`src/source/cpu_types_pkg.sv`:
```
// shared widths, opcode and funct encodings, instruction views and stage bundles for the backend
package cpu_types_pkg;

    // basic widths
    typedef logic [31:0] word_t;
    typedef logic [4:0]  regbits_t;

    // link register used by jal
    localparam regbits_t REG_LINK = 5'd31;

    // primary opcodes in use by the backend
    typedef enum logic [5:0] {
        RTYPE = 6'h00,
        JAL   = 6'h03,
        LUI   = 6'h0f,
        LW    = 6'h23,
        SW    = 6'h2b,
        HALT  = 6'h3f
    } opcode_t;

    // r-type function field, only carried along past execute
    typedef enum logic [5:0] {
        SLL   = 6'h00,
        SRL   = 6'h02,
        JR    = 6'h08,
        ADD   = 6'h20,
        ADDU  = 6'h21,
        SUB   = 6'h22,
        SUBU  = 6'h23,
        AND   = 6'h24,
        OR    = 6'h25,
        XOR   = 6'h26,
        NOR   = 6'h27,
        SLT   = 6'h2a,
        SLTU  = 6'h2b
    } funct_t;

    // register-register layout
    typedef struct packed {
        opcode_t  opcode;
        regbits_t rs;
        regbits_t rt;
        regbits_t rd;
        logic [4:0] shamt;
        funct_t   funct;
    } rtype_t;

    // immediate layout
    typedef struct packed {
        opcode_t     opcode;
        regbits_t    rs;
        regbits_t    rt;
        logic [15:0] imm16;
    } itype_t;

    // one instruction word, two decodes
    typedef union packed {
        rtype_t rtype;
        itype_t itype;
    } instr_u;

    // bundle handed over by execute
    typedef struct packed {
        logic   jal_s;
        logic   lui;
        logic   mem_read;
        logic   mem_write;
        logic   MemtoReg;
        logic   RegWr;
        logic   halt;
        word_t  pcplusfour;
        instr_u instr;
        word_t  alu_portOut;
        word_t  rdat2;
    } ex_mem_t;

    // bundle held in the mem/wb latch
    typedef struct packed {
        logic   jal_s;
        logic   lui;
        logic   MemtoReg;
        logic   RegWr;
        logic   halt;
        word_t  pcplusfour;
        instr_u instr;
        word_t  alu_portOut;
        word_t  wdat;
    } mem_wb_t;

    // register file write request
    typedef struct packed {
        logic     wen;
        regbits_t wsel;
        word_t    wdat;
    } wb_req_t;

endpackage

```
`src/source/mem_stage.sv`:
```
// memory stage: issues data memory requests for the ex/mem bundle, raises stall, builds mem/wb input
`timescale 1ns/10ps

module mem_stage (
    input  logic                   CLK,
    input  logic                   nRST,
    input  cpu_types_pkg::ex_mem_t ex_mem,
    input  logic                   ihit,
    input  logic                   dmem_done,
    input  cpu_types_pkg::word_t   dmem_rdata,
    output logic                   dmem_ren,
    output logic                   dmem_wen,
    output cpu_types_pkg::word_t   dmem_addr,
    output cpu_types_pkg::word_t   dmem_wdata,
    output cpu_types_pkg::mem_wb_t mw_in,
    output logic                   stall
);

    // bundle wants the data memory this cycle
    logic mem_op;
    // bundle leaves the stage on this edge
    logic accept;
    // access already finished, waiting for the bundle to be taken
    logic completed;
    // load data kept after the done pulse
    cpu_types_pkg::word_t load_q;

    // only a presented bundle (ihit high) is allowed to touch memory
    assign mem_op = ihit && (ex_mem.mem_read || ex_mem.mem_write);

    // hold upstream until done shows up, done cycle itself is stall free
    assign stall  = mem_op && !completed && !dmem_done;
    assign accept = ihit && !stall;

    // request drops in the done cycle so data_mem sees it fall before a new one
    assign dmem_ren = ihit && ex_mem.mem_read && !completed && !dmem_done;
    assign dmem_wen = ihit && ex_mem.mem_write && !completed && !dmem_done;

    // address from the alu, store data from the second read port
    assign dmem_addr  = ex_mem.alu_portOut;
    assign dmem_wdata = ex_mem.rdat2;

    // completed flag
    // set by done, cleared once the bundle is accepted
    always_ff @(posedge CLK or negedge nRST) begin
        if (!nRST) begin
            completed <= 1'b0;
        end else if (accept) begin
            completed <= 1'b0;
        end else if (dmem_done) begin
            completed <= 1'b1;
        end
    end

    // capture the read word on done in case the bundle waits on ihit
    always_ff @(posedge CLK or negedge nRST) begin
        if (!nRST) begin
            load_q <= '0;
        end else if (dmem_done) begin
            load_q <= dmem_rdata;
        end
    end

    // forward control and word fields into the latch input
    always_comb begin
        mw_in.jal_s       = ex_mem.jal_s;
        mw_in.lui         = ex_mem.lui;
        mw_in.MemtoReg    = ex_mem.MemtoReg;
        mw_in.RegWr       = ex_mem.RegWr;
        mw_in.halt        = ex_mem.halt;
        mw_in.pcplusfour  = ex_mem.pcplusfour;
        mw_in.instr       = ex_mem.instr;
        mw_in.alu_portOut = ex_mem.alu_portOut;
        // fresh data during done, captured copy afterwards
        mw_in.wdat        = dmem_done ? dmem_rdata : load_q;
    end

endmodule

```
`config.mk`:
```
export PLATFORM = sky130hd
export DESIGN_NAME = mem_stage
export DESIGN_NICKNAME = d
export VERILOG_FILES = /design/src/source/cpu_types_pkg.sv /design/src/source/mem_stage.sv
export SDC_FILE = /design/constraint.sdc
export NUM_CORES = 1
export LEC_CHECK = 0
export BUFFER_PORTS_ARGS = -buffer_cell sky130_fd_sc_hd__buf_2
export CORE_AREA = 2 2 146 148
export DETAILED_ROUTE_END_ITERATION = 6
export DIE_AREA = 0 0 148 150
export GPL_TIMING_DRIVEN = 0
export MAX_ROUTING_LAYER = met4
export PLACE_DENSITY = 0.41
export RECOVER_POWER = 100
export SLEW_MARGIN = 20
export SYNTH_ARGS = -nofsm -noshare
export SYNTH_HDL_FRONTEND = slang
export SYNTH_SLANG_ARGS = --single-unit
```
`constraint.sdc`:
```
create_clock -name CLK -period 0.9 [get_ports CLK]
set_clock_uncertainty 0.2 [all_clocks]
set_input_delay 0.045 -clock CLK [delete_from_list [all_inputs] [get_ports CLK]]
set_output_delay 0.045 -clock CLK [all_outputs]
set_load 0.05 [all_outputs]
```
==> flow_metrics.env <==
export IMPL_whs_ns=-0.3146
export IMPL_cts_max_path_buffers=2
export IMPL_total_power_mw=7.708
export IMPL_drc=0
export IMPL_htreeDepth=2
export IMPL_finalSetupViolCount=67
export IMPL_routabilityCongestion=0.6558
export IMPL_io_pins=371
export IMPL_maxSlewViolCount=0
export IMPL_ys_ff_latch=33
export IMPL_layout_min_cycle_time_ns=1.396
export IMPL_wl_um=7243
export IMPL_drive_gt1_share_pct=92.77
export IMPL_fin_crit_sh_pct=155.1
export IMPL_cp_slowest_cell="dfrtp_1"
export IMPL_yosysUniqueCellTypes=9
export IMPL_start_kind="flop"
export IMPL_grt_pass1_wl_um=9722
export IMPL_start_util_pct=12.75
export IMPL_firstDrtPassIters=4
export IMPL_yosysSeqAreaShare_pct=31.29
export IMPL_power_per_cell_area_mw_per_mm2=1598
export IMPL_antenna_found_initial=0
export IMPL_place_hpwl_um=5744
export IMPL_port_buffers=236
export IMPL_peakVddDrop_mv=0.5005
export IMPL_reg2reg_setup_slack_ns=-0.26
export IMPL_clock_sinks=33
export IMPL_rsz0062_at_grt="true"
export IMPL_maxSlewHeadroom_pct=38.93
export IMPL_rows=53
export IMPL_fmax_mhz=716.4
export IMPL_cp_cell_sequence="nor2_4 > and3_4 > buf_8"
export IMPL_yosysTopAreaCellShare_pct=46.94
export IMPL_postRouteAntennaNets=0
export IMPL_synth_area_top_cells="buf_4, dfrtp_1, mux2_4"
export IMPL_worst_setup_path_end_kind="output pin"
export IMPL_r2r_cells=3
export IMPL_antennaDiodeCount=0
export IMPL_critical_path_max_fanout=4
export IMPL_grtUsageTotal_pct=5.799
export IMPL_reg2reg_to="load_q[14]"
export IMPL_worstSkewPairLatency_ns=0.28
export IMPL_leakagePower_nw=2.732
export IMPL_vias=2314
export IMPL_ctsHoldBuffers=1
export IMPL_grt_overflow_total=0
export IMPL_hold_viol=66
export IMPL_worst_slack_ns=-0.4959
export IMPL_finalSetupTns_ns=-18.37
export IMPL_numCtsBuffers=5
export IMPL_die_w_um=148
export IMPL_netlist_instances=239
export IMPL_cts_root_buf="clkbuf_16"
export IMPL_crit_family="flip-flops"
export IMPL_critPathKind="reg2out"
export IMPL_ys_warn_count=0
export IMPL_syn_nets=410
export IMPL_crit_arrival_ns=1.15
export IMPL_drt_iter0_drc=30
export IMPL_clkTransAtPathRegs_ns=0.06
export IMPL_avgViaCountPerCell=2.994
export IMPL_grt_max_degree=34
export IMPL_nets=668
export IMPL_hp_class="in2async"
export IMPL_tightestPinTransition_ns=0.9161
export IMPL_cts_tree="built"
export IMPL_synth_avg_cell_area_um2=11.04
export IMPL_grt_pass1_vias=2035
export IMPL_die_y_um=150
export IMPL_dieArea_mm2=0.02220
export IMPL_syn_to_final_growth_pct=82.84
export IMPL_status="finished, violations left"
export IMPL_violations="negative hold slack, negative setup slack"
export IMPL_post_drt_wl_per_cell_um=9.370
export IMPL_netlist_area_mm2=0.002639
export IMPL_yosys_area_top_type="buf_4"
export IMPL_cp_required_ns=0.65
export IMPL_r2r_start="load_q[14]"
export IMPL_path_buf_inv=1
export IMPL_core_mm2=0.02069
export IMPL_slowest_delay_ns=0.40
export IMPL_cap_violations=0
-- worst reg2reg max path: cells and delay by family, from the launching register on --
family / cells / cell delay, ns
mux: 1 / 0.29
flops: 1 / 0.35
buf+inv: 2 / 0.22
-- how the worst max path moves through the flow --
stage	from	end	slack, ns	cells past startpoint
3_3_place_gp	completed	dmem_wen	-0.32	3
4_1_cts	completed	dmem_wen	-0.51	3
6_report	completed	dmem_ren	-0.50	3
3_5_place_dp	completed	dmem_wen	-0.30	3
5_1_grt	completed	dmem_wen	-0.56	3
2_1_floorplan	dmem_done	load_q[0]	-0.14	3
-- report_power, final --
group	switching (mW)	leakage, nW	internal, mW
Combinational	2.47	2.26	1.46
Sequential	0.0435	0.387	1.63
Clock	0.718	0.0841	1.39
-- cells in the final DEF, fill, tap and decap left out --
cell type,instances
nor2_1,1
buf_6,33
buf_8,16
buf_4,165
dlygate4sd3_1,1
and3_4,2
clkbuf_16,5
o211a_4,1
buf_2,35
buf_12,4
bufinv_16,1
clkbuf_8,1
clkbuf_1,1
dfrtp_1,33
mux2_4,32
nor2_4,1
clkbuf_2,166
-- cells by family after synthesis --
logic type	Yosys count	synth area share [%]
AOI/OAI and AO/OA	1	0.3793
buffers and inverters	169	49.64
DFF	33	31.29
muxes	32	17.92
and+or+nand+nor	4	0.7587
-- registers in the layout, indices dropped and copies added (netlist names) --
| name | cells |
|---|---|
| load_q | 32 |
| completed | 1 |
-- synth_stat cells --
master,count
mux2_4,30
buf_4,165
nor2_1,2
dfrtp_1,33
and3_1,2
o211a_1,1
buf_6,1
buf_12,3
mux2_2,2
-- layout make-up --
cell class,instances,area [µm²]
fillers,2277,15870
repair buffers,251,1628
clock buffers,7,142.6
multi-input cells,37,535.5
plain buffers,169,1319
well taps,275,344.1
clock inverters,1,30.03
flip-flops and latches,33,825.8
-- stage by stage --
step                area (µm²)  cells  util, %  setup WS, ns
floorplan                 2675    239        -       -0.1421
global placement          4200    750    20.30       -0.3189
detailed placement        4200    750    20.30       -0.3047
CTS                       4813    772    23.26       -0.5144
global route              4825    773    23.32       -0.5586
finish                    4825    773    23.32       -0.4959
-- per-layer routing --
metal	up-vias	track usage (%)	share of wire [%]
li1	1101	-	-
met3	7	1.616	11
met1	1022	5.622	32
met4	0	2.286	1.5
met2	184	10.90	55
met5	-	-	0
-- timing repair --
action | 4_1_cts | 5_1_grt
pin swaps | 0 | 1
setup endpoints to repair | 68 | 68
resized for setup | 100 | 6
buffers inserted | 13 | 6
endpoints found under the hold margin | 66 | 66
gates cloned | 0 | 0
Power figures use the tool's default switching activity.
