--- config.mk ---
export PLATFORM = sky130hd
export DESIGN_NAME = mem_wrb
export DESIGN_NICKNAME = d
export VERILOG_FILES = /design/src/source/cpu_types_pkg.sv /design/src/source/mem_wrb.sv
export SDC_FILE = /design/constraint.sdc
export NUM_CORES = 1
export LEC_CHECK = 0
export BUFFER_PORTS_ARGS = -buffer_cell sky130_fd_sc_hd__buf_2
export CELL_PAD_IN_SITES_DETAIL_PLACEMENT = 0
export CELL_PAD_IN_SITES_GLOBAL_PLACEMENT = 1
export CORE_UTILIZATION = 30
export CTS_BUF_LIST = sky130_fd_sc_hd__clkbuf_16
export DETAILED_ROUTE_END_ITERATION = 8
export PLACE_DENSITY_LB_ADDON = 0.1
export SYNTH_ARGS = -nofsm -noshare
export SYNTH_HDL_FRONTEND = slang
export SYNTH_SLANG_ARGS = --single-unit
--- constraint.sdc ---
create_clock -name CLK -period 1 [get_ports CLK]
set_clock_uncertainty 0.15 [all_clocks]
set_input_delay 0.05 -clock CLK [delete_from_list [all_inputs] [get_ports CLK]]
set_output_delay 0.05 -clock CLK [all_outputs]
set_load 0.005 [all_outputs]
--- src/source/cpu_types_pkg.sv ---
// shared widths, opcode and funct encodings, instruction views and stage bundles for the backend
package cpu_types_pkg;

    // basic widths
    typedef logic [31:0] word_t;
    typedef logic [4:0]  regbits_t;

    // link register used by jal
    localparam regbits_t REG_LINK = 5'd31;

    // primary opcodes in use by the backend
    typedef enum logic [5:0] {
        RTYPE = 6'h00,
        JAL   = 6'h03,
        LUI   = 6'h0f,
        LW    = 6'h23,
        SW    = 6'h2b,
        HALT  = 6'h3f
    } opcode_t;

    // r-type function field, only carried along past execute
    typedef enum logic [5:0] {
        SLL   = 6'h00,
        SRL   = 6'h02,
        JR    = 6'h08,
        ADD   = 6'h20,
        ADDU  = 6'h21,
        SUB   = 6'h22,
        SUBU  = 6'h23,
        AND   = 6'h24,
        OR    = 6'h25,
        XOR   = 6'h26,
        NOR   = 6'h27,
        SLT   = 6'h2a,
        SLTU  = 6'h2b
    } funct_t;

    // register-register layout
    typedef struct packed {
        opcode_t  opcode;
        regbits_t rs;
        regbits_t rt;
        regbits_t rd;
        logic [4:0] shamt;
        funct_t   funct;
    } rtype_t;

    // immediate layout
    typedef struct packed {
        opcode_t     opcode;
        regbits_t    rs;
        regbits_t    rt;
        logic [15:0] imm16;
    } itype_t;

    // one instruction word, two decodes
    typedef union packed {
        rtype_t rtype;
        itype_t itype;
    } instr_u;

    // bundle handed over by execute
    typedef struct packed {
        logic   jal_s;
        logic   lui;
        logic   mem_read;
        logic   mem_write;
        logic   MemtoReg;
        logic   RegWr;
        logic   halt;
        word_t  pcplusfour;
        instr_u instr;
        word_t  alu_portOut;
        word_t  rdat2;
    } ex_mem_t;

    // bundle held in the mem/wb latch
    typedef struct packed {
        logic   jal_s;
        logic   lui;
        logic   MemtoReg;
        logic   RegWr;
        logic   halt;
        word_t  pcplusfour;
        instr_u instr;
        word_t  alu_portOut;
        word_t  wdat;
    } mem_wb_t;

    // register file write request
    typedef struct packed {
        logic     wen;
        regbits_t wsel;
        word_t    wdat;
    } wb_req_t;

endpackage

--- src/source/mem_wrb.sv ---
// mem/wb pipeline register between the memory stage and writeback
`timescale 1ns/10ps

module mem_wrb (
    input  logic                   CLK,
    input  logic                   nRST,
    input  logic                   ihit,
    input  logic                   stall,
    input  cpu_types_pkg::mem_wb_t mw_in,
    output cpu_types_pkg::mem_wb_t mw_out
);

    // latch update rules, in priority order
    //   reset  clears everything, so RegWr and halt start inactive
    //   stall  freezes the current bundle
    //   ihit   takes the bundle from the memory stage
    //   else   keeps the value, upstream has nothing new
    //
    // the whole bundle moves as one struct, fields stay aligned
    // with the memory stage output without per-field copies

    always_ff @(posedge CLK or negedge nRST) begin
        if (!nRST) begin
            mw_out <= '0;
        end else if (stall) begin
            // memory access still pending, keep what writeback sees
            mw_out <= mw_out;
        end else if (ihit) begin
            mw_out <= mw_in;
        end
    end

    // note a held bundle with RegWr set keeps writing the same value
    // into the same register each cycle, which is harmless

    // halt is sticky in practice: once latched it stays until
    // a new bundle replaces it, and upstream stops issuing after halt

endmodule

==> key figures, run 1 <==
Run status
  • Status: finished, violations left
  • Failing checks: hold timing, setup timing

Setup path
  • Required @ worst endpoint: around 0.80 ns
  • Worst path cell trace: buf_2
  • Crit Path Class: register to primary output
  • Worst reg2reg endpoint: mw_out[34]
  • CP top delay family: flip-flops
  • FF-to-FF Start: mw_out[34]
  • Nature of the critical path endpoint: primary output
  • Crit path arrival time: between 0.9 and 1 ns
  • R2R cell count: 2
  • Crit Path Max Fanout: 2
  • CP peak stage delay: 0.40 ns
  • Crit path buf inv count: 1
  • CP max stage cell: dfrtp_1
  • Critical Path Source Type: register
  • Flop2flop setup slack: -0.05 ns

Layout
  • Share of cells above drive strength 1: 65.77%
  • P&R area growth vs syn: 81.16%
  • Ant diodes: 0
  • Largest Register: mw_out
  • Non-Filler Instances: between 1,000 and 1,500
  • Top flop regs: mw_out (133)
  • Nets@finish: 907
  • Max reg flops: 133

STA
  • Final Max Tran Viols: 0
  • Worst Tran Pin Value: between 0.2 and 0.3 ns
  • Final Hold Fails: 12
  • Fmax: roughly 870 MHz
  • Fin crit period: approximately 1.2 ns
  • Ratio of final minimum period to clock period: 115.2%
  • Final hold slack: -0.06622 ns
  • Worst setup margin: -0.1518 ns
  • Setup violators final: 191
  • Worst slew margin: 80.30%
  • RSZ-0062 raised after global routing: true

Route
  • Final wirelength: 14.86 mm
  • Drt drc: 0
  • Vias: 4,191
  • Vias per inst: 4.178
  • Routed WL per cell: ~15 um
  • Detail Route Antenna Nets: 0
  • Iter 0 DRT Violations: 70
  • TritonRoute pass-1 iters: 4

Pwr
  • Design Power: roughly 16 mW
  • Internal cell power: 12.15 mW
  • Leak pwr: about 4.7 nW
  • Power Density: 1710 nW/um^2
  • Clock share of power: approximately 36%
  • Sequential cell fraction of total power: approximately two fifths
  • Combinational share of power: a little under a quarter
  • Sw Pwr: 4.045 mW
  • Sw Ratio: between 20% and 30%
  • VDD IR-drop max: 0.001394 V

CTS
  • Reg clk slew, reported paths: roughly 0.060 ns
  • # H-tree levels: 4
  • Root buffer cell: clkbuf_16
  • Clock sink total: 133
  • CTS tree: built
  • CTS Buffer Depth: 2
  • Clk Latency, worst-skew pair: 0.41 ns
  • Cts hold-fix bufs: ~130
  • CTS Buf Count: 17

Die
  • Die W: between 100 and 150 um
  • # rows: 47
  • Starting Density: 31.07%
  • Die area: 17,950 sq um
  • Area of the core: 16,820 sq um
  • Die Y-Extent: 134.0 um
  • Io pins: 270

Synth
  • Synth Area per Inst: 18.53 sq um
  • Share of the synthesized area in the top cell type: 63.68%
  • Yosys warns: 0
  • Seq/Total Area, Yosys: 63.68%
  • Area of the mapped netlist: 5226 sq um
  • Syn_nets: roughly 420
  • Synth Instances: approximately 280
  • Largest cells by area after synthesis: dfrtp_1, mux2_4, mux2_2, buf_6, buf_2
  • Synth cell types: 6
  • Synth area leader: dfrtp_1
  • Synth Register Bits: 133

Placed design
  • GPL Wtd Cong: 0.7459
  • Port Buffers: 269
  • Placed Instances: 779
  • HPWL after DPL: 9.714 mm

Min path
  • Hold crit path type: input pin to asynchronous set/reset pin

GRT
  • First-pass GRT wire length: 22.94 mm
  • Initial antenna violation count: 0
  • Largest net degree at the start of global routing: 32
  • Gr ovfl total: 0
  • All-Layer GR Usage: 16.67%
  • Via count of the first global-routing pass: 4,571

Flow run
  • Max-Cap Viols: 0
==> area by class of cell <==
type	instances	area, sq um
sequential	133	3328
fill	1396	7351
timing repair buffer	484	3530
clock inverter	15	131.4
multi-input combinational	134	1778
tap	220	275.3
clock buffer	17	425.4
==> layout by cell type, fill, tap and decap left out <==
cell type	instances
buf_12	12
dfrtp_1	133
clkinvlp_4	4
dlygate4sd3_1	134
clkinv_1	1
buf_6	21
clkinv_4	3
mux2_4	71
buf_4	50
bufinv_16	1
buf_2	267
nor2b_4	1
mux2_2	62
clkinv_2	3
inv_6	3
clkbuf_16	17
==> what timing repair did <==
item,4_1_cts,5_1_grt
gates resized for setup,0,22
buffers inserted,36,22
hold endpoints to repair,266,12
endpoints found under the setup margin,133,169
pin swaps,0,0
==> worst max-delay path by stage <==
stage / startpoint / endpoint / slack (ns) / cells after the start
5_1_grt: mw_out[100] / mw_out[100] / -0.19 / 1
3_3_place_gp: ihit / mw_out[129] / -0.30 / 5
2_1_floorplan: ihit / mw_out[100] / -0.13 / 5
3_5_place_dp: ihit / mw_out[61] / -0.32 / 5
4_1_cts: mw_out[19] / mw_out[19] / -0.16 / 1
6_report: mw_out[100] / mw_out[100] / -0.15 / 1
==> metrics by stage <==
step                      setup TNS, ns  utilization, %  cell area [sq um]  setup slack [ns]  hold slack, ns
final                            -17.06           56.29               9468           -0.1518        -0.06622
after global routing             -24.52           56.29               9468           -0.1944        -0.05250
after CTS                        -19.34           54.81               9218           -0.1631        -0.08582
after detailed placement         -37.27           41.91               7049           -0.3240         -0.1915
after global placement           -35.70           41.91               7049           -0.3011         -0.1921
after floorplan                  -14.64               -               5304           -0.1297         -0.3956
==> cell families after synthesis <==
logic type / after synthesis / share of synthesized area, %
multiplexers: 133 / 33.68
flip-flops: 133 / 63.68
buffers and inverters: 15 / 2.514
AND/OR/NAND/NOR: 1 / 0.1198
==> synthesized netlist by cell type (all sizes together) <==
master / number
dfrtp: 133
mux2: 133
buf: 15
nor2b: 1
==> per-layer routing <==
metal  wire [um]  track usage, %  up-vias  share of wire, %
met5           0               0        -                 0
met4         263           6.187        0               1.8
met3        1141           6.236       19               7.7
met2        7353           28.24      177                49
met1        6097           19.10     2026                41
li1            -               -     1969                 -
==> power by group through the flow <==
stage / logic (mW) / registers, mW / clock network (mW)
after floorplan: 1.20 / 6.74 / 0
after global placement: 2.72 / 6.66 / 0
after detailed placement: 2.75 / 6.67 / 0
after CTS: 3.50 / 6.57 / 6.01
after global routing: 4.03 / 6.71 / 6.27
final: 3.75 / 6.61 / 5.83
Power figures use the tool's default switching activity.
==> run 2, diff against run 1 <==
Settings changed: CORE_UTILIZATION 30 to 36.
==> run 2 against run 1 <==
Net effect:
- die area fell by 16%
- maximum frequency rose by 0.97%
- count of clock-buffer cells in the layout stayed put
- sequential power barely moved
- non-clock buffer count decreased by 10
- cell area shrank 1.7%
- sequential share of layout area increased by 0.61 points
- combinational power decreased by 2%
- the flow still finishes with violations (hold timing, setup timing)
- power up 0.52%
==> key figures, run 2 (same netlist as run 1, synthesis figures left out) <==
GRT
  • All-Layer GR Usage: approximately a fifth
  • Gr ovfl total: 0
  • First-pass GRT wire length: 22.05 mm
  • Largest net degree at the start of global routing: slightly below 70
  • Via count of the first global-routing pass: between 4,000 and 5,000
  • Initial antenna violation count: 0

Route
  • Drt drc: 0
  • Vias: ~4,200
  • TritonRoute pass-1 iters: 4
  • Detail Route Antenna Nets: 0
  • Routed WL per cell: 15.37 um
  • Vias per inst: 4.413
  • Final wirelength: roughly 15 mm
  • Iter 0 DRT Violations: 88

Pwr
  • Design Power: 16.28 mW
  • Sw Pwr: 3.790 mW
  • Leak pwr: approximately 4.6 nW
  • Power Density: 1749 nW/um^2
  • Sequential cell fraction of total power: about two fifths
  • Sw Ratio: 23.28%
  • Internal cell power: 12.49 mW
  • Clock share of power: 36.9%
  • Combinational share of power: 22.5%
  • VDD IR-drop max: 0.001114 V

Die
  • Die W: 122.5 um
  • Die Y-Extent: around 120 um
  • Io pins: 270
  • Starting Density: between 30 and 40%
  • Area of the core: 14,040 sq um
  • # rows: 43
  • Die area: 15,000 sq um

Setup path
  • Crit. Startpoint: mw_out[93]
  • Critical Path Source Type: register
  • Crit path buf inv count: 1
  • Crit Path Max Fanout: 2
  • Worst reg2reg endpoint: mw_out[44]
  • Required @ worst endpoint: 0.80 ns
  • Nature of the critical path endpoint: primary output
  • Crit Path Class: register to primary output
  • CP top delay family: flip-flops
  • CP peak stage delay: 0.40 ns
  • Crit path depth: 1
  • Worst path cell trace: buf_2
  • FF-to-FF Start: mw_out[44]
  • R2R cell count: 2
  • Crit path arrival time: 0.94 ns
  • Flop2flop setup slack: -0.05 ns
  • CP max stage cell: dfrtp_1

CTS
  • CTS Buffer Depth: 2
  • Clock sink total: 133
  • # H-tree levels: 4
  • CTS tree: built
  • Clk Latency, worst-skew pair: 0.40 ns
  • Reg clk slew, reported paths: 0.06 ns
  • Cts hold-fix bufs: 135
  • Root buffer cell: clkbuf_16
  • CTS Buf Count: 17

Layout
  • Flip-flop and latch area: around 3300 sq um
  • Ant diodes: 0
  • Post-route cell area: just over 9000 sq um
  • Commonest non-fill, non-tap cell in the layout: buf_2
  • Multi-input gate area: 1782 sq um
  • P&R area growth vs syn: 78.05%
  • Share of cells above drive strength 1: 64.55%
  • Non-Filler Instances: 953
  • Fillcell total: 1,029
  • Layout Utilization: 66.27%
  • Most frequent cells in the layout: buf_2, dlygate4sd3_1, dfrtp_1
  • Nets@finish: 897
  • Max reg flops: 133
  • Largest Register: mw_out
  • Top flop regs: mw_out (133)

STA
  • Worst setup margin: -0.1407 ns
  • RSZ-0062 raised after global routing: true
  • Worst slew margin: 75.50%
  • Fin crit period: 1.141 ns
  • Final hold slack: -0.1396 ns
  • Final Hold Fails: 6
  • Ratio of final minimum period to clock period: 114.1%
  • Fmax: a little under 900 MHz
  • Worst Tran Pin Value: ~0.37 ns
  • Final Max Tran Viols: 0
  • Setup violators final: between 150 and 200

Placed design
  • Placed Instances: 734
  • HPWL after DPL: 9.518 mm
  • Port Buffers: about 270
  • GPL Wtd Cong: 0.7182
  • Placed cell areas: 6924 sq um

Run status
  • Status: finished, violations left
  • Failing checks: hold timing, setup timing

Min path
  • Hold crit path type: input pin to asynchronous set/reset pin

Flow run
  • Max-Cap Viols: 0
[run 2: cell types whose count changed in the layout (fill, tap and decap cells not counted), moves of 3 or more]
cell and delta:
clkinv_4 -3, buf_6 -5, clkinv_1 +4, inv_6 -3
buf_12 -3
[run 2: worst reg2reg max path, cell delays in order, from the launching register on]
cell and delay, ns:
dfrtp_1 0.38, buf_4 0.14, mux2_4 0.27
[run 2: layout make-up]
class                           instances  share of cell area [%]
Timing Repair Buffer                  474                   36.52
Sequential cell                       133                   35.77
Multi-Input combinational cell        134                   19.15
Clock buffer                           17                   4.572
Tap cell                              180                   2.420
Clock inverter                         15                   1.573
[run 2: worst max-delay path by stage]
| stage | to | slack, ns |
|---|---|---|
| after floorplan | mw_out[100] | -0.13 |
| after global placement | mw_out[131] | -0.30 |
| after detailed placement | mw_out[131] | -0.33 |
| after CTS | mw_out[92] | -0.16 |
| after global routing | mw_out[101] | -0.18 |
| final | mw_out[93] | -0.14 |
[run 2: through the flow]
step | setup WS (ns) | setup TNS (ns)
after CTS | -0.1561 | -18.90
after detailed placement | -0.3289 | -37.34
final | -0.1407 | -16.21
after floorplan | -0.1297 | -14.64
after global placement | -0.2956 | -34.78
after global routing | -0.1823 | -23.34
[run 2: routing by layer]
layer	up-vias	global-route usage, %	routed length, um
li1	1945	-	-
met1	2073	22.29	5745
met2	172	33.50	7473
met3	16	7.760	1168
met4	0	7.088	262
met5	-	0	0
[run 2: power groups by stage]
stage | clock, mW | combinational [mW] | sequential [mW]
global route | 6.46 | 3.96 | 6.70
CTS | 6.19 | 3.42 | 6.58
detailed placement | 0 | 2.72 | 6.67
floorplan | 0 | 1.20 | 6.74
global placement | 0 | 2.68 | 6.65
finish | 6.01 | 3.66 | 6.61
[run 2: what timing repair did]
item	in CTS	in global routing
setup endpoints to repair	133	169
buffers inserted	30	23
resized for setup	0	18
hold endpoints to repair	266	6
