===== src/source/cpu_types_pkg.sv =====
// shared widths, opcode and funct encodings, instruction views and stage bundles for the backend
package cpu_types_pkg;

    // basic widths
    typedef logic [31:0] word_t;
    typedef logic [4:0]  regbits_t;

    // link register used by jal
    localparam regbits_t REG_LINK = 5'd31;

    // primary opcodes in use by the backend
    typedef enum logic [5:0] {
        RTYPE = 6'h00,
        JAL   = 6'h03,
        LUI   = 6'h0f,
        LW    = 6'h23,
        SW    = 6'h2b,
        HALT  = 6'h3f
    } opcode_t;

    // r-type function field, only carried along past execute
    typedef enum logic [5:0] {
        SLL   = 6'h00,
        SRL   = 6'h02,
        JR    = 6'h08,
        ADD   = 6'h20,
        ADDU  = 6'h21,
        SUB   = 6'h22,
        SUBU  = 6'h23,
        AND   = 6'h24,
        OR    = 6'h25,
        XOR   = 6'h26,
        NOR   = 6'h27,
        SLT   = 6'h2a,
        SLTU  = 6'h2b
    } funct_t;

    // register-register layout
    typedef struct packed {
        opcode_t  opcode;
        regbits_t rs;
        regbits_t rt;
        regbits_t rd;
        logic [4:0] shamt;
        funct_t   funct;
    } rtype_t;

    // immediate layout
    typedef struct packed {
        opcode_t     opcode;
        regbits_t    rs;
        regbits_t    rt;
        logic [15:0] imm16;
    } itype_t;

    // one instruction word, two decodes
    typedef union packed {
        rtype_t rtype;
        itype_t itype;
    } instr_u;

    // bundle handed over by execute
    typedef struct packed {
        logic   jal_s;
        logic   lui;
        logic   mem_read;
        logic   mem_write;
        logic   MemtoReg;
        logic   RegWr;
        logic   halt;
        word_t  pcplusfour;
        instr_u instr;
        word_t  alu_portOut;
        word_t  rdat2;
    } ex_mem_t;

    // bundle held in the mem/wb latch
    typedef struct packed {
        logic   jal_s;
        logic   lui;
        logic   MemtoReg;
        logic   RegWr;
        logic   halt;
        word_t  pcplusfour;
        instr_u instr;
        word_t  alu_portOut;
        word_t  wdat;
    } mem_wb_t;

    // register file write request
    typedef struct packed {
        logic     wen;
        regbits_t wsel;
        word_t    wdat;
    } wb_req_t;

endpackage


===== src/source/reg_file.sv =====
// 32-entry register file, one write port from writeback and one read port for observation
`timescale 1ns/10ps

module reg_file (
    input  logic                    CLK,
    input  logic                    nRST,
    input  cpu_types_pkg::wb_req_t  wb,
    input  cpu_types_pkg::regbits_t rsel,
    output cpu_types_pkg::word_t    rdat
);

    cpu_types_pkg::word_t regs [32];

    // register zero never takes a write
    logic wr_ok;

    assign wr_ok = wb.wen && (wb.wsel != '0);

    // write port
    always_ff @(posedge CLK or negedge nRST) begin
        if (!nRST) begin
            for (int i = 0; i < 32; i++) begin
                regs[i] <= '0;
            end
        end else if (wr_ok) begin
            regs[wb.wsel] <= wb.wdat;
        end
    end

    // read port, combinational
    // r0 forced to zero on the read side as well
    always_comb begin
        if (rsel == '0) begin
            rdat = '0;
        end else begin
            rdat = regs[rsel];
        end
    end

    // no write-through bypass
    // a value written at an edge shows on rdat right after that edge

endmodule


===== config.mk =====
export PLATFORM = sky130hd
export DESIGN_NAME = reg_file
export DESIGN_NICKNAME = d
export VERILOG_FILES = /design/src/source/cpu_types_pkg.sv /design/src/source/reg_file.sv
export SDC_FILE = /design/constraint.sdc
export NUM_CORES = 1
export LEC_CHECK = 0
export BUFFER_PORTS_ARGS = -buffer_cell sky130_fd_sc_hd__buf_4
export CELL_PAD_IN_SITES_DETAIL_PLACEMENT = 1
export CELL_PAD_IN_SITES_GLOBAL_PLACEMENT = 1
export CORE_UTILIZATION = 25
export CTS_CLUSTER_DIAMETER = 150
export CTS_CLUSTER_SIZE = 8
export DETAILED_ROUTE_END_ITERATION = 10
export HOLD_SLACK_MARGIN = 0.08
export MAX_ROUTING_LAYER = met4
export PLACE_DENSITY = 0.39
export SYNTH_ARGS = -nofsm -noshare
export SYNTH_HDL_FRONTEND = slang
export SYNTH_SLANG_ARGS = --single-unit

===== constraint.sdc =====
create_clock -name CLK -period 3.1 [get_ports CLK]
set_clock_uncertainty 0.2 [all_clocks]
set_input_delay 0.465 -clock CLK [delete_from_list [all_inputs] [get_ports CLK]]
set_output_delay 0.465 -clock CLK [all_outputs]
set_load 0.05 [all_outputs]

==> impl_results.md, run 1 <==
* Highest signal layer in the routed design: met4
* Cell area after technology mapping at around 0.046 sq mm
* Via count normalized by instance count at a little under 5
* Combined global-route utilization of all metal layers at 0.192
* Largest buffer count on any clock path at 3
* Top-area cell type share of the netlist area at 0.552
* Setup repair after global routing missed its margin: yes
* Detailed route wirelength on metal3 at 5320 um
* Wire length per cell after detailed routing at approximately 30 um
* Initial core utilization at 0.253
* Reg with most FFs: regs
* Library cell with the largest summed area after synthesis: dfrtp_1
* Static Leak at around 25 nW
* Initial antenna violation count at 7
* Library cells used by synthesis at 35
* Number of placement rows at ~160
* Cts bufs inserted at roughly 150
* Vias in the first global route at between 30000 and 40000
* Top Ports at 77
* Clock tree from TritonCTS: done
* DRT Pass-1 Iters at 4
* Clock edge transition at the registers on the reported setup and hold paths at about 0.050 ns
* Die ar. at about 0.19 sq mm
* Type of the worst min-delay path: reg -> reg
* Setup crit end kind: output pin
* Worst slew slack as a fraction of its limit at 0.518
* Violations in the final reports: setup timing
* Max FFs per register at between 1000 and 1500
* WP data arrival at between 2 and 2.5 ns
* Maximum number of pins on one net before global-route repair at about 100
* Biggest registers after layout: regs x1024
* Total wire length after detailed routing at between 150000 and 200000 um
* CTS Root Buffer Type: clkbuf_16
* Clock latency at the later pin of the worst-skew pair at ~0.76 ns
* Die height at ~430 um
* Total number of vias at around 27000
* Final std cells w/o fill at about 5600
* Most instantiated flip-flop cell in the synthesis netlist: dfrtp_1
* Hold Violations, Final at 0
* Time the final worst path needs with I/O delays and setup at 3.14 ns
* PortBufs at 76
* Final instance area at between 0.05 and 0.06 sq mm
* Maximum ir drop on the vdd rail at ~0.4 mV
* Areal power density over the cells at around 670 mW/mm^2
* Most frequent cells after synthesis: 1024 x dfrtp_1, 994 x mux2_2, 224 x mux4_2
* Layout cell share with drive strength beyond 1 at 0.598
* Final net count at approximately 3200
* Core ar. at approximately 0.18 sq mm
* Number of clock sinks at between 1000 and 1500
* Hold_ws at 0.171 ns
* Synth warnings at 0
* Syn_area_per_cell at 15.7 sq um
* Required @ worst endpoint at between 2 and 2.5 ns
* Antenna-violating nets left at 0
* Last weighted congestion value of the routability-driven placer at between 0.7 and 0.8
* Wire length of the first global-routing pass at 248000 um
* Number of instances in the synthesized netlist at between 2000 and 3000
* Critical Path Source Type: input port
* Number of nets in the synthesized netlist at 2994
* Amount of wire on met2 after detailed routing at around 86000 um
* Remaining DRCs at 0
* Detailed Route Iter0 Violations at between 1000 and 1500
* Area of placed instances at a little over 0.05 sq mm
* Routed metal-1 wire length at approximately 75000 um
* FMAX at between 300 and 400 MHz
* Number of enable flip-flop cells after synthesis at 0
* Final setup violation count at 6
* Most common cell in the netlist: dfrtp_1
* Sequential share of the synthesized area at 0.552
* Worst-case setup margin in the final layout at -0.0387 ns
* Outcome: complete, but fails checks
* Crit path kind: in -> out
* Max-capacitance violation count at 0
* Syn-to-layout area delta at 23.5%
* Estimated wirelength of the detail-placed design at around 110000 um
* Slew Viols, Final at 0
* Total negative slack for setup checks at -0.0904 ns
* Measured slew at the worst slew-check pin at approximately 0.72 ns
* Fin crit share at 1.01
* Total instance count after detailed placement at 5414
* Top cells by area, synth: dfrtp_1 55%, mux2_2 24%, mux4_2 11%, mux2i_1 1.4%, clkbuf_1 1.2%
* H-Tree Depth at 4
* Ys async rst share at 1.00
* Crit path max fanout at 22
* Post-synthesis sequential element count at around 1000
* Horizontal die dimension at ~430 um
* Final core utilization at 0.312
* Total congestion overflow at 0
## stage by stage
stage          total power [mW]  worst slack [ns]
2_1_floorplan              21.3             0.206
3_3_place_gp               23.3            -0.496
3_5_place_dp               23.7            -0.493
4_1_cts                    38.9            -0.180
5_1_grt                    40.1            -0.127
6_report                   38.3           -0.0387
## report_power, final
group          internal, mW  switching (mW)  total, mW
logic                  3.82            2.89       6.72
clock network          8.48            5.84       14.3
registers              15.9            1.30       17.2
total                  28.2            10.0       38.3
## cell usage in the layout, fill, tap and decap left out, types with 19 or more instances in the layout
| master | synthesis | routed |
|---|---|---|
| nand2_1 | 34 | 19 |
| nor2b_1 | 33 | 27 |
| a211oi_2 | 0 | 23 |
| buf_6 | 22 | 32 |
| buf_12 | 0 | 96 |
| mux4_2 | 224 | 224 |
| dlygate4sd3_1 | 0 | 33 |
| mux2i_1 | 64 | 63 |
| mux2_4 | 0 | 20 |
| buf_4 | 44 | 203 |
| mux2_1 | 30 | 30 |
| mux2_2 | 994 | 974 |
| a311oi_4 | 0 | 19 |
| dfrtp_1 | 1024 | 1024 |
| o21ai_1 | 52 | 24 |
| clkbuf_16 | 0 | 151 |
## critical path, stage by stage
cell,delay (ns)
buf_8,0.19
buf_16,0.24
buf_4,0.22
mux2i_1,0.11
a221oi_2,0.28
o21ai_1,0.15
a311oi_2,0.40
buf_4,0.22
buf_12,0.14
## path summary, 6_finish.rpt
| kind | startpoint | slack, ns | to | cells past startpoint |
|---|---|---|---|---|
| setup reg to reg | regs[578]$_DFFE_PN0P_ | 1.99 | regs[578]$_DFFE_PN0P_ | 2 |
| max in group asynchronous | nRST | 1.67 | regs[415]$_DFFE_PN0P_ | 4 |
| hold reg to reg | regs[1016]$_DFFE_PN0P_ | 0.17 | regs[1016]$_DFFE_PN0P_ | 0 |
| setup / recovery | rsel[2] | -0.04 | rdat[15] | 9 |
| hold / removal | regs[1016]$_DFFE_PN0P_ | 0.17 | regs[1016]$_DFFE_PN0P_ | 0 |
| min in group asynchronous | nRST | 0.30 | regs[728]$_DFFE_PN0P_ | 3 |
## routing by layer
| metal | up-vias | GRT usage |
|---|---|---|
| met5 | - | - |
| met4 | 0 | 0.0527 |
| met3 | 225 | 0.0295 |
| met2 | 406 | 0.318 |
| met1 | 15200 | 0.244 |
| li1 | 11300 | - |
## what timing repair did
item                       in CTS  in global routing
hold endpoints to repair     1637                  0
setup endpoints to repair      32                 31
buffers inserted                6                 11
resized for setup             177                 35
hold buffers                   34                  0
pin swaps                      38                 24
gates cloned                    2                  0
## final cells by class
| class | count | area (sq um) |
|---|---|---|
| Fill cell | 18700 | 126000 |
| Clock inverter | 4 | 50.0 |
| Inverter | 1 | 6.26 |
| Sequential cell | 1024 | 25600 |
| Multi-Input combinational cell | 1602 | 20400 |
| Tap cell | 2464 | 3080 |
| Antenna cell | 4 | 10.0 |
| Clock buffer | 151 | 3780 |
| Timing Repair Buffer | 373 | 4340 |
## kinds of logic after synthesis
logic type | after synthesis | synth area share
simple gates | 107 | 0.0125
buf+inv | 323 | 0.0361
mux | 1312 | 0.371
flops | 1024 | 0.552
compound gates | 183 | 0.0285
No activity file was read; power rests on OpenSTA's default activity.
==> run 2: changes to the inputs <==
==> constraint.sdc (replaced) <==
create_clock -name CLK -period 3.35 [get_ports CLK]
set_clock_uncertainty 0.2 [all_clocks]
set_input_delay 0.5025 -clock CLK [delete_from_list [all_inputs] [get_ports CLK]]
set_output_delay 0.5025 -clock CLK [all_outputs]
set_load 0.05 [all_outputs]
==> run 2 against run 1 <==
  * The run now ends clean
  * Total power decreased by 8.1%
  * Count of clock-buffer cells in the layout decreased by 2
  * Sequential share of layout area increased by 0.73 points
  * Cell area decreased by 1.6%
==> impl_results.md, run 2 (synthesized netlist as in run 1, its figures left out) <==
* Switching share of power at 0.263
* Fin crit share at 0.994
* Combined global-route utilization of all metal layers at 0.189
* Setup crit end kind: output pin
* Area of placed instances at between 0.05 and 0.06 sq mm
* Detailed Route Iter0 Violations at about 1300
* Maximum ir drop on the vdd rail at 0.483 mV
* Required @ worst endpoint at approximately 2.7 ns
* Horizontal die dimension at 433 um
* DRT Pass-1 Iters at 5
* Setup repair after global routing missed its margin: yes
* CTS Root Buffer Type: clkbuf_16
* Antenna-violating nets left at 0
* Last weighted congestion value of the routability-driven placer at around 0.74
* Static Leak at roughly 25 nW
* Commonest non-fill, non-tap cells in the layout: 1024 x dfrtp_1, 994 x mux2_2, 224 x mux4_2
* Wire length of the first global-routing pass at ~240000 um
* Areal power density over the cells at 624 mW/mm^2
* Total number of vias at around 27000
* Reg with most FFs: regs
* WP data arrival at roughly 2.6 ns
* Power share of the clock group at 0.378
* Initial core utilization at 0.253
* Via count normalized by instance count at about 4.8
* Max FFs per register at approximately 1000
* Slew Viols, Final at 0
* Wire length per cell after detailed routing at approximately 30 um
* Maximum number of pins on one net before global-route repair at between 90 and 100
* Count of filler cells inserted in the layout at approximately 19000
* Clock edge transition at the registers on the reported setup and hold paths at roughly 0.050 ns
* Max-capacitance violation count at 0
* Biggest registers after layout: regs x1024
* Crit path max fanout at 2
* Total negative slack for setup checks at 0 ns
* Top Ports at 77
* Estimated wirelength of the detail-placed design at ~100000 um
* Final instance area at 0.0564 sq mm
* FMAX at between 300 and 400 MHz
* Layout cell share with drive strength beyond 1 at 0.574
* Sequential Power Share at 0.453
* Clock latency at the later pin of the worst-skew pair at between 0.7 and 0.8 ns
* Total congestion overflow at 0
* Vias in the first global route at approximately 31000
* Worst slew slack as a fraction of its limit at 0.422
* Critical Path Source Type: register
* Syn-to-layout area delta at 21.5%
* FF/Latch Area at ~0.026 sq mm
* Clock tree from TritonCTS: done
* Internal power at 25.9 mW
* PortBufs at 76
* Final setup violation count at 0
* Gate power share at 0.169
* Total wire length after detailed routing at about 170000 um
* Hold Violations, Final at 0
* Measured slew at the worst slew-check pin at between 0.8 and 0.9 ns
* Type of the worst min-delay path: in -> async
* Die ar. at between 0.15 and 0.2 sq mm
* Largest buffer count on any clock path at 3
* Die height at around 430 um
* Outcome: finished, final reports clean
* Remaining DRCs at 0
* Multi-input combinational cell area at between 0.015 and 0.02 sq mm
* Core ar. at 0.184 sq mm
* Number of clock sinks at 1024
* Final net count at 3172
* Switching power of the nets at roughly 9 mW
* Crit path kind: reg -> out
* Most frequent standard cell in the layout excluding fill and tap cells: dfrtp_1
* H-Tree Depth at 4
* Time the final worst path needs with I/O delays and setup at about 3.3 ns
* Cts bufs inserted at between 100 and 150
* Number of placement rows at ~160
* Initial antenna violation count at 9
* Total Power Consumption at 35.2 mW
-- run 2: stage by stage --
stage | setup slack, ns | utilization | std cells | hold slack, ns
after detailed placement | -0.179 | 0.282 | 5406 | 0.163
after global placement | -0.185 | 0.282 | 5406 | 0.160
after global routing | -0.0414 | 0.307 | 5606 | 0.167
after floorplan | 0.381 | - | 2949 | 0.00691
after CTS | -0.103 | 0.306 | 5602 | 0.121
final | 0.0218 | 0.307 | 5606 | 0.132
-- run 2: area by class of cell --
type                    count  area share
well taps                2464      0.0547
clock buffers             149      0.0661
multi-input cells        1603       0.350
diodes                      2   0.0000887
repair buffers            352      0.0721
inverters                   1    0.000111
flip-flops and latches   1024       0.454
clock inverters            11     0.00244
-- run 2: worst paths after layout --
path	cells after the start	to	startpoint	slack (ns)
max	5	rdat[20]	regs[916]$_DFFE_PN0P_	0.02
min	2	regs[568]$_DFFE_PN0P_	nRST	0.13
max reg2reg	1	regs[600]$_DFFE_PN0P_	regs[600]$_DFFE_PN0P_	2.36
min reg2reg	0	regs[999]$_DFFE_PN0P_	regs[999]$_DFFE_PN0P_	0.17
max in group asynchronous	4	regs[833]$_DFFE_PN0P_	nRST	1.69
min in group CLK	0	regs[999]$_DFFE_PN0P_	regs[999]$_DFFE_PN0P_	0.17
-- run 2: power groups by stage --
stage / sequential, mW / combinational [mW] / clock [mW]
after floorplan: 15.6 / 4.14 / 0
after global placement: 15.9 / 5.72 / 0
after detailed placement: 16.1 / 5.92 / 0
after CTS: 15.9 / 6.05 / 13.8
after global routing: 16.2 / 6.44 / 14.3
final: 15.9 / 5.95 / 13.3
-- run 2: per-layer routing --
layer  routed length, um  up-vias  track usage
met5                   0        -            -
met4                4140        0       0.0524
met3                4470      223       0.0251
met2               84500      404        0.313
met1               75000    15200        0.242
li1                    -    11300            -
-- run 2: critical path, stage by stage, from the launching register on --
cell      delay [ns]
dfrtp_1         0.35
mux4_2          0.23
nor2b_1         0.19
a211oi_2        0.09
a311oi_2        0.66
buf_4           0.32
-- run 2: repair_timing --
item                                    CTS  global route
pin swaps                                 4             0
hold buffers                             33             0
gates resized for setup                  35            18
endpoints found under the hold margin  1110             0
setup endpoints to repair                25            16
gates cloned                              2             1
buffers inserted                          1             1
