**src/source/cpu_types_pkg.sv**
```systemverilog
// shared widths, opcode and funct encodings, instruction views and stage bundles for the backend
package cpu_types_pkg;

    // basic widths
    typedef logic [31:0] word_t;
    typedef logic [4:0]  regbits_t;

    // link register used by jal
    localparam regbits_t REG_LINK = 5'd31;

    // primary opcodes in use by the backend
    typedef enum logic [5:0] {
        RTYPE = 6'h00,
        JAL   = 6'h03,
        LUI   = 6'h0f,
        LW    = 6'h23,
        SW    = 6'h2b,
        HALT  = 6'h3f
    } opcode_t;

    // r-type function field, only carried along past execute
    typedef enum logic [5:0] {
        SLL   = 6'h00,
        SRL   = 6'h02,
        JR    = 6'h08,
        ADD   = 6'h20,
        ADDU  = 6'h21,
        SUB   = 6'h22,
        SUBU  = 6'h23,
        AND   = 6'h24,
        OR    = 6'h25,
        XOR   = 6'h26,
        NOR   = 6'h27,
        SLT   = 6'h2a,
        SLTU  = 6'h2b
    } funct_t;

    // register-register layout
    typedef struct packed {
        opcode_t  opcode;
        regbits_t rs;
        regbits_t rt;
        regbits_t rd;
        logic [4:0] shamt;
        funct_t   funct;
    } rtype_t;

    // immediate layout
    typedef struct packed {
        opcode_t     opcode;
        regbits_t    rs;
        regbits_t    rt;
        logic [15:0] imm16;
    } itype_t;

    // one instruction word, two decodes
    typedef union packed {
        rtype_t rtype;
        itype_t itype;
    } instr_u;

    // bundle handed over by execute
    typedef struct packed {
        logic   jal_s;
        logic   lui;
        logic   mem_read;
        logic   mem_write;
        logic   MemtoReg;
        logic   RegWr;
        logic   halt;
        word_t  pcplusfour;
        instr_u instr;
        word_t  alu_portOut;
        word_t  rdat2;
    } ex_mem_t;

    // bundle held in the mem/wb latch
    typedef struct packed {
        logic   jal_s;
        logic   lui;
        logic   MemtoReg;
        logic   RegWr;
        logic   halt;
        word_t  pcplusfour;
        instr_u instr;
        word_t  alu_portOut;
        word_t  wdat;
    } mem_wb_t;

    // register file write request
    typedef struct packed {
        logic     wen;
        regbits_t wsel;
        word_t    wdat;
    } wb_req_t;

endpackage

```
**src/source/writeback.sv**
```systemverilog
// writeback: picks destination register and write value from the latched mem/wb bundle
`timescale 1ns/10ps

module writeback (
    input  cpu_types_pkg::mem_wb_t mw_out,
    output cpu_types_pkg::wb_req_t wb
);

    // instruction word seen through both layouts
    cpu_types_pkg::instr_u ins;
    cpu_types_pkg::regbits_t dest;
    cpu_types_pkg::word_t    value;

    assign ins = mw_out.instr;

    // destination select
    // jal links into r31, r-type writes rd, everything else writes rt
    always_comb begin
        if (mw_out.jal_s) begin
            dest = cpu_types_pkg::REG_LINK;
        end else if (ins.rtype.opcode == cpu_types_pkg::RTYPE) begin
            dest = ins.rtype.rd;
        end else begin
            dest = ins.itype.rt;
        end
    end

    // write value select
    always_comb begin
        if (mw_out.jal_s) begin
            value = mw_out.pcplusfour;
        end else if (mw_out.lui) begin
            // upper immediate, low half zero
            value = {ins.itype.imm16, 16'h0000};
        end else if (mw_out.MemtoReg) begin
            value = mw_out.wdat;
        end else begin
            value = mw_out.alu_portOut;
        end
    end

    assign wb.wen  = mw_out.RegWr;
    assign wb.wsel = dest;
    assign wb.wdat = value;

endmodule

```
**config.mk**
```make
export PLATFORM = sky130hd
export DESIGN_NAME = writeback
export DESIGN_NICKNAME = d
export VERILOG_FILES = /design/src/source/cpu_types_pkg.sv /design/src/source/writeback.sv
export SDC_FILE = /design/constraint.sdc
export NUM_CORES = 1
export LEC_CHECK = 0
export BUFFER_PORTS_ARGS = -buffer_cell sky130_fd_sc_hd__buf_4
export CAP_MARGIN = 25
export CELL_PAD_IN_SITES_DETAIL_PLACEMENT = 0
export CELL_PAD_IN_SITES_GLOBAL_PLACEMENT = 1
export CORE_MARGIN = 2
export CORE_UTILIZATION = 17
export DETAILED_ROUTE_END_ITERATION = 8
export PLACE_DENSITY = 0.88
export SLEW_MARGIN = 20
export SYNTH_ARGS = -nofsm -noshare
export SYNTH_HDL_FRONTEND = slang
export SYNTH_SLANG_ARGS = --single-unit
```
**constraint.sdc**
```tcl
create_clock -name vclk -period 1.3
set_input_delay 0.26 -clock vclk [all_inputs]
set_output_delay 0.26 -clock vclk [all_outputs]
set_load 0.02 [all_outputs]
```
==> results of run 1 <==
routing by layer:
metal	routed length [microns]	GRT usage, %	vias to the layer above
li1	-	-	865
met1	1914	14.21	812
met2	2991	27.49	98
met3	478	2.473	10
met4	97	0.8798	0
met5	0	0	-
metrics by stage:
step	utilization, %	hold WS [ps]
floorplan	-	632.6
global placement	40.22	520.3
detailed placement	40.22	520.3
CTS	43.49	520.3
global route	47.20	520.1
finish	47.20	520.2
path summary, 6_finish.rpt:
check | start | end | slack [ps] | depth (start not counted)
min | mw_out[129] | wb[37] | 520 | 0
max | mw_out[130] | wb[21] | -160 | 6
cells in the mapped netlist:
library cell  number
a31oi_1            5
nand2_1           32
buf_12             2
inv_1              5
o21ai_1           22
mux2i_1           32
buf_6              5
buf_4              2
nor2_1             1
o21ai_2            1
o21ai_0           14
or2_1              1
mux2_4            13
nor4_4             1
buf_8              1
and2_1             1
clkbuf_1           5
mux2_2             3
cell families after synthesis:
| family | Yosys count | synth area share, % |
|---|---|---|
| compound gates | 42 | 20.18 |
| buf+inv | 20 | 15.02 |
| mux | 48 | 50.34 |
| simple gates | 36 | 14.45 |
timing repair:
item / in CTS / in global routing
gates resized for setup: 38 / 44
buffers inserted: 0 / 4
cloned: 2 / 0
endpoints found under the setup margin: 37 / 37
pin swaps: 9 / 7
where the power goes:
group          total [uW]  switching (uW)  internal [uW]  leakage, uW
clock                   0               0              0            0
combinational        1160             474            683      0.00149
sequential              0               0              0            0
total                1160             474            683      0.00149
area by class of cell:
cell class | count | share of cell area [%]
repair buffers | 184 | 55.03
multi-input cells | 126 | 41.09
well taps | 77 | 3.252
inverters | 5 | 0.6334
==> run metrics, run 1 <==
status finished, violations left; failing checks setup timing; fillers between 600 and 700; Post-Layout Cell Count between 300 and 400; I/O pin total 171; Max Cap Viol 0; post-synthesis cell area between 0.001 and 0.0015 sq mm; design area ~0.0030 sq mm; vias in the first global route between 1500 and 2000; Seq. cell area 0 sq um; GP Congestion 0.7666; Critical Path RT about 1000 ps; drt first pass iters 4; final slew viol count 0; sequential fraction of the synthesis area 0%; worst slew pin tran ~290 ps; die height around 84 microns; CP max stage delay 300 ps; Mapped Nets 279; dpl cells a little under 400; Worst Setup Start Kind input pin; final hold violations 0; # port buffers 163; Area growth syn-to-layout 171.6%; Post-DP Area around 0.0025 sq mm; num rows 29; final setup margin -162.6 ps; RSZ-0062 raised after global routing yes; largest net degree at the start of global routing 27; Worst Path Buf+Inv 3; commonest non-fill, non-tap cell in the layout buf_4; Hold Path Class input pin to output port; maximum clock rate 0.6837 GHz; most frequent cells in the layout 139 x buf_4, 37 x buf_6, 32 x nand2_1, 24 x o21ai_2, 20 x mux2i_1; CP delay by family, top multiplexers; CP max stage cell mux2_4; Synth warnings 0; initial antenna violation count 0; Multi-input gate area around 0.0012 sq mm; final sequential cell count 0; dominant cells by area after synthesis mux2i_1 29%, mux2_4 18%, nand2_1 11%, o21ai_1 10%, o21ai_0 6.4%; layout cells sized above 1 78.73%; per-cell routed wire length 13.98 microns; initial DRC count 23; Critical Path Sink Type output port; core area around 0.0063 sq mm; largest area contributor in the netlist mux2i_1; CLK BUF 0; setup violators final 37; Tcrit/Tclk final 112.5%; Total GRT Usage approximately an eighth; global route overflow 0; CP Data Arrival Time ~1200 ps; top-area cell type share of the netlist area between 20% and 30%; hold buffer count at cts 0; first-pass GRT wire length 7962 microns; final WL roughly 5500 microns; drt drc 0; VDD IR-drop max 0.2046 mV; min Tclk post-route 1463 ps; starting density of the core ~17%; total number of vias 1785; Mean Syn Cell Area 7.473 sq um; n_diodes 0; total power between 1000 and 1500 uW; Lkg Pwr approximately 0.0015 uW; Setup Slack @ Placement -237.4 ps; via density per instance between 4 and 5; Worst slew margin slightly above 80%; cell area power density just under 400 mW/mm^2; Final ANT Viol Nets 0; cell mode on critical path buf_12; Final #Nets 450; Final TNS setup -3326 ps; Post-Synthesis Cells ~150; CP Max Fanout 7; Yosys cell types 18; Die ar. ~0.0071 sq mm; Chip Width approximately 84 microns; DPL Wire Length about 4300 microns; CP Cell Sequence buf_12, buf_12, mux2_4, mux2i_2, o21ai_2, buf_6; critical path class input pin to output port
(Power assumes the default switching activity.)
==> run 2: changes to the inputs <==
--- a/config.mk
+++ b/config.mk
@@ -13,6 +13,7 @@
 export CORE_UTILIZATION = 17
 export DETAILED_ROUTE_END_ITERATION = 8
 export PLACE_DENSITY = 0.88
+export SKIP_LAST_GASP = 1
 export SLEW_MARGIN = 20
 export SYNTH_ARGS = -nofsm -noshare
 export SYNTH_HDL_FRONTEND = slang
==> run 2 against run 1 <==
Net effect:
- the run still ends with setup timing left
- worst setup slack about the same
- global-route usage unchanged
- fmax about the same
- design area down 0.63%
- critical path depth unchanged
- routed wire length down 1.2%
- via count down 1.0%
- flip-flop and latch count unchanged
- utilization down 0.30 points
- highest routed layer unchanged
==> run metrics, run 2 (same netlist as run 1, synthesis figures left out) <==
n_diodes 0 (unchanged); CLK BUF 0 (unchanged); critical path class input pin to output port (unchanged); maximum clock rate 0.6837 GHz (about the same); final hold violations 0 (unchanged); Critical Path Sink Type output port (unchanged); core area 0.006277 sq mm (unchanged); I/O pin total 171 (unchanged); starting density of the core 17.38% (unchanged); RSZ-0062 raised after global routing yes (unchanged); CP max stage delay 300 ps (about the same); Setup Slack @ Placement -237.4 ps (unchanged); CP Cell Sequence buf_12, buf_12, mux2_4, mux2i_2, o21ai_2, buf_6 (unchanged); Worst Setup Start Kind input pin (unchanged); cell mode on critical path buf_12 (unchanged); num rows 29 (unchanged); Final #Nets 450 (unchanged); min Tclk post-route 1463 ps (about the same); final slew viol count 0 (unchanged); global route overflow 0 (unchanged); VDD IR-drop max 0.2046 mV (about the same); Worst slew margin 81.13% (was 80.98%); Area growth syn-to-layout 169.8% (was 171.6%); vias in the first global route 1835 (unchanged); drt first pass iters 4 (unchanged); drt drc 0 (unchanged); status finished, violations left (unchanged); total number of vias 1767 (was 1785); commonest non-fill, non-tap cell in the layout buf_4 (unchanged); initial DRC count 23 (unchanged); final WL 5418 microns (was 5482 microns); initial antenna violation count 0 (unchanged); Max Cap Viol 0 (unchanged); final setup margin -162.6 ps (about the same); Total GRT Usage 13.28% (unchanged); Final ANT Viol Nets 0 (unchanged); Hold Path Class input pin to output port (unchanged); failing checks setup timing (unchanged); final sequential cell count 0 (unchanged); die height 84.11 microns (unchanged); largest net degree at the start of global routing 27 (unchanged); CP max stage cell mux2_4 (unchanged); CP Data Arrival Time 1200 ps (about the same); Post-DP Area 0.002525 sq mm (unchanged); Lkg Pwr 0.001488 uW (was 0.001491 uW); Tcrit/Tclk final 112.5% (about the same); DPL Wire Length 4322 microns (unchanged); GP Congestion 0.7666 (unchanged); # port buffers 163 (unchanged); hold_ws 520.2 ps (unchanged); Chip Width 84.11 microns (unchanged); setup violators final 37 (unchanged); per-cell routed wire length 13.82 microns (was 13.98 microns); worst slew pin tran 283.0 ps (was 285.3 ps); Die ar. 0.007074 sq mm (unchanged); most frequent cells in the layout 141 x buf_4, 36 x buf_6, 32 x nand2_1, 23 x o21ai_2, 21 x mux2i_1 (was 139 x buf_4, 37 x buf_6, 32 x nand2_1, 24 x o21ai_2, 20 x mux2i_1); CP Max Fanout 7 (unchanged); first-pass GRT wire length 7962 microns (unchanged); total power 1147 uW (was 1157 uW); via density per instance 4.508 (was 4.554); layout cells sized above 1 78.10% (was 78.73%); Seq. cell area 0 sq um (unchanged); final design utilization 46.90% (was 47.20%); design area 0.002944 sq mm (was 0.002963 sq mm); Critical Path RT 1040 ps (about the same); cell area power density 389.6 mW/mm^2 (was 390.5 mW/mm^2)
[run 2: through the flow]
stage	setup TNS, ps	cells
global route	-4667	392
global placement	-5017	386
CTS	-4379	388
detailed placement	-5566	386
floorplan	-1056	146
finish	-3327	392
[run 2: layout make-up]
cell class	count	area, sq um
well taps	77	96.34
inverters	5	18.77
multi-input cells	126	1210
repair buffers	184	1619
fillers	613	3333
[run 2: power breakdown]
| part | internal, uW | total (uW) | switching [uW] |
|---|---|---|---|
| sequential | 0 | 0 | 0 |
| clock | 0 | 0 | 0 |
| combinational | 677 | 1150 | 470 |
[run 2: critical path, delay by kind of cell]
family | cells | cell delay, ps
mux | 2 | 480
buf+inv | 3 | 390
compound gates | 1 | 80
[run 2: path summary, 6_finish.rpt]
kind	to	from	slack, ps	cells past startpoint
setup / recovery	wb[21]	mw_out[130]	-160	6
hold / removal	wb[37]	mw_out[129]	520	0
[run 2: metal layers]
metal / routed length, microns / vias up / GRT usage [%]
met5: 0 / - / 0
met4: 61 / 0 / 0.8798
met3: 440 / 8 / 2.473
met2: 2987 / 96 / 27.49
met1: 1928 / 798 / 14.21
li1: - / 865 / -
[run 2: repair_timing]
action | in CTS | in global routing
setup endpoints to repair | 37 | 37
gates cloned | 2 | 0
setup buffers | 0 | 4
pin swaps | 9 | 7
gates resized for setup | 38 | 39
hold buffers | 0 | 0
==> run 3: changes to the inputs <==
--- a/config.mk
+++ b/config.mk
@@ -13,6 +13,7 @@
 export CORE_UTILIZATION = 17
 export DETAILED_ROUTE_END_ITERATION = 8
 export PLACE_DENSITY = 0.88
+export REMOVE_ABC_BUFFERS = 1
 export SKIP_LAST_GASP = 1
 export SLEW_MARGIN = 20
 export SYNTH_ARGS = -nofsm -noshare
==> run 3 against run 2 <==
Net effect:
- the run still ends with setup timing left
- clock-buffer cell count is the same
- global-route usage shrank 0.62 points
- fmax grew 1.6%
- non-clock buffer count shrank 8
- design area shrank 15%
- cell count shrank 1.8%
- critical path depth is the same
- sequential share of layout area is the same
- worst hold slack is essentially flat
- utilization shrank 7.2 points
- flip-flop and latch count is the same
- combinational power shrank 18%
- critical path type unchanged
- critical endpoint is now wb[29]
==> run metrics, run 3 (same netlist as run 1, synthesis figures left out) <==
final WL 4967 microns (was 5418 microns); num rows 29 (unchanged); layout cells sized above 1 66.23% (was 78.10%); most frequent cells in the layout 165 x buf_4, 34 x o21ai_1, 32 x nand2_1, 27 x mux2i_1, 14 x mux2_4 (was 141 x buf_4, 36 x buf_6, 32 x nand2_1, 23 x o21ai_2, 21 x mux2i_1); GP Congestion 0.7646 (was 0.7666); Final TNS setup -3285 ps (was -3327 ps); final slew viol count 0 (unchanged); first-pass GRT wire length 7728 microns (was 7962 microns); initial antenna violation count 0 (unchanged); Lkg Pwr 0.001358 uW (was 0.001488 uW); final design utilization 39.74% (was 46.90%); VDD IR-drop max 0.1820 mV (was 0.2046 mV); Post-Layout Cell Count 385 (was 392); Critical Path RT 1040 ps (about the same); vias in the first global route 1733 (was 1835); final hold violations 0 (unchanged); worst slew pin tran 283.3 ps (was 283.0 ps); final setup margin -139.6 ps (was -162.6 ps); global route overflow 0 (unchanged); commonest non-fill, non-tap cell in the layout buf_4 (unchanged); drt drc 0 (unchanged); Tcrit/Tclk final 110.7% (was 112.5%); Die ar. 0.007074 sq mm (unchanged); critical path class input pin to output port (unchanged); Logic pwr share 100.0% (about the same); Hold Path Class input pin to output port (unchanged); via density per instance 4.330 (was 4.508); die height 84.11 microns (unchanged); Worst Setup Start Kind input pin (unchanged); fillers 667 (was 613); total number of vias 1667 (was 1767); core area 0.006277 sq mm (unchanged); I/O pin total 171 (unchanged); initial DRC count 27 (was 23); hold buffer count at cts 0 (unchanged); per-cell routed wire length 12.90 microns (was 13.82 microns); final sequential cell count 0 (unchanged); switching share of power 40.84% (was 40.97%); starting density of the core 17.38% (unchanged); Critical Path Sink Type output port (unchanged); setup violators final 34 (was 37); status finished, violations left (unchanged); RSZ-0062 raised after global routing yes (unchanged); Post-DP Area 0.002401 sq mm (was 0.002525 sq mm); dpl cells 384 (was 386); Area growth syn-to-layout 128.7% (was 169.8%); cell area power density 378.3 mW/mm^2 (was 389.6 mW/mm^2); total power 943.9 uW (was 1147 uW); n_diodes 0 (unchanged); Seq pwr share 0% (about the same); CLK BUF 0 (unchanged); P_sw 385.5 uW (was 470.0 uW); largest net degree at the start of global routing 28 (was 27); Final ANT Viol Nets 0 (unchanged); min Tclk post-route 1440 ps (was 1463 ps); Hold Path Stages 0 (unchanged); power share of the clock group 0% (about the same); maximum clock rate 0.6946 GHz (was 0.6837 GHz); Worst slew margin 81.04% (was 81.13%); failing checks setup timing (unchanged); DPL Wire Length 3943 microns (was 4322 microns); CP Data Arrival Time 1180 ps (was 1200 ps); internal power 558.4 uW (was 677.0 uW); Chip Width 84.11 microns (unchanged); Max Cap Viol 0 (unchanged); Seq. cell area 0 sq um (unchanged); design area 0.002495 sq mm (was 0.002944 sq mm); drt first pass iters 3 (was 4); Total GRT Usage 12.65% (was 13.28%); CP Max Fanout 8 (was 7); # port buffers 163 (unchanged); Final #Nets 443 (was 450)
==> run 3: layout make-up <==
class	instances	area, sq um	area share, %
Timing Repair Buffer	176	1409	56.47
Multi-Input combinational cell	127	970.9	38.92
Tap cell	77	96.34	3.862
Inverter	5	18.77	0.7523
==> run 3: final timing paths <==
check / start / to / slack, ps
worst max-delay path: mw_out[130] / wb[29] / -140
worst min-delay path: mw_out[129] / wb[37] / 520
==> run 3: timing repair <==
item	CTS	global route
pin swaps	9	6
buffers inserted	0	1
endpoints found under the setup margin	37	37
cloned	1	1
resized for setup	24	14
==> run 3: power by group through the flow <==
stage          clock [uW]  combinational, uW  sequential (uW)
2_1_floorplan           0                334                0
3_3_place_gp            0                886                0
3_5_place_dp            0                898                0
4_1_cts                 0                925                0
5_1_grt                 0               1020                0
6_report                0                944                0
==> run 3: worst max-delay path, stage by stage <==
cell and delay (ps):
buf_12 110, buf_12 140, mux2_4 290, mux2i_1 140, o21ai_1 80, buf_4 160
==> run 3: per-stage QoR <==
stage / setup WS [ps] / hold WS [ps]
detailed placement: -195.8 / 520.2
finish: -139.6 / 520.1
global route: -192.4 / 520.1
CTS: -155.2 / 520.2
floorplan: -120.5 / 520.0
global placement: -189.7 / 520.2
==> run 3: routing by layer <==
| metal | part of all wire, % | track usage [%] | wire length (microns) |
|---|---|---|---|
| met5 | 0 | 0 | 0 |
| met1 | 38 | 15.17 | 1904 |
| met3 | 8.0 | 1.385 | 397 |
| met4 | 0 | 0 | 0 |
| met2 | 54 | 25.32 | 2664 |
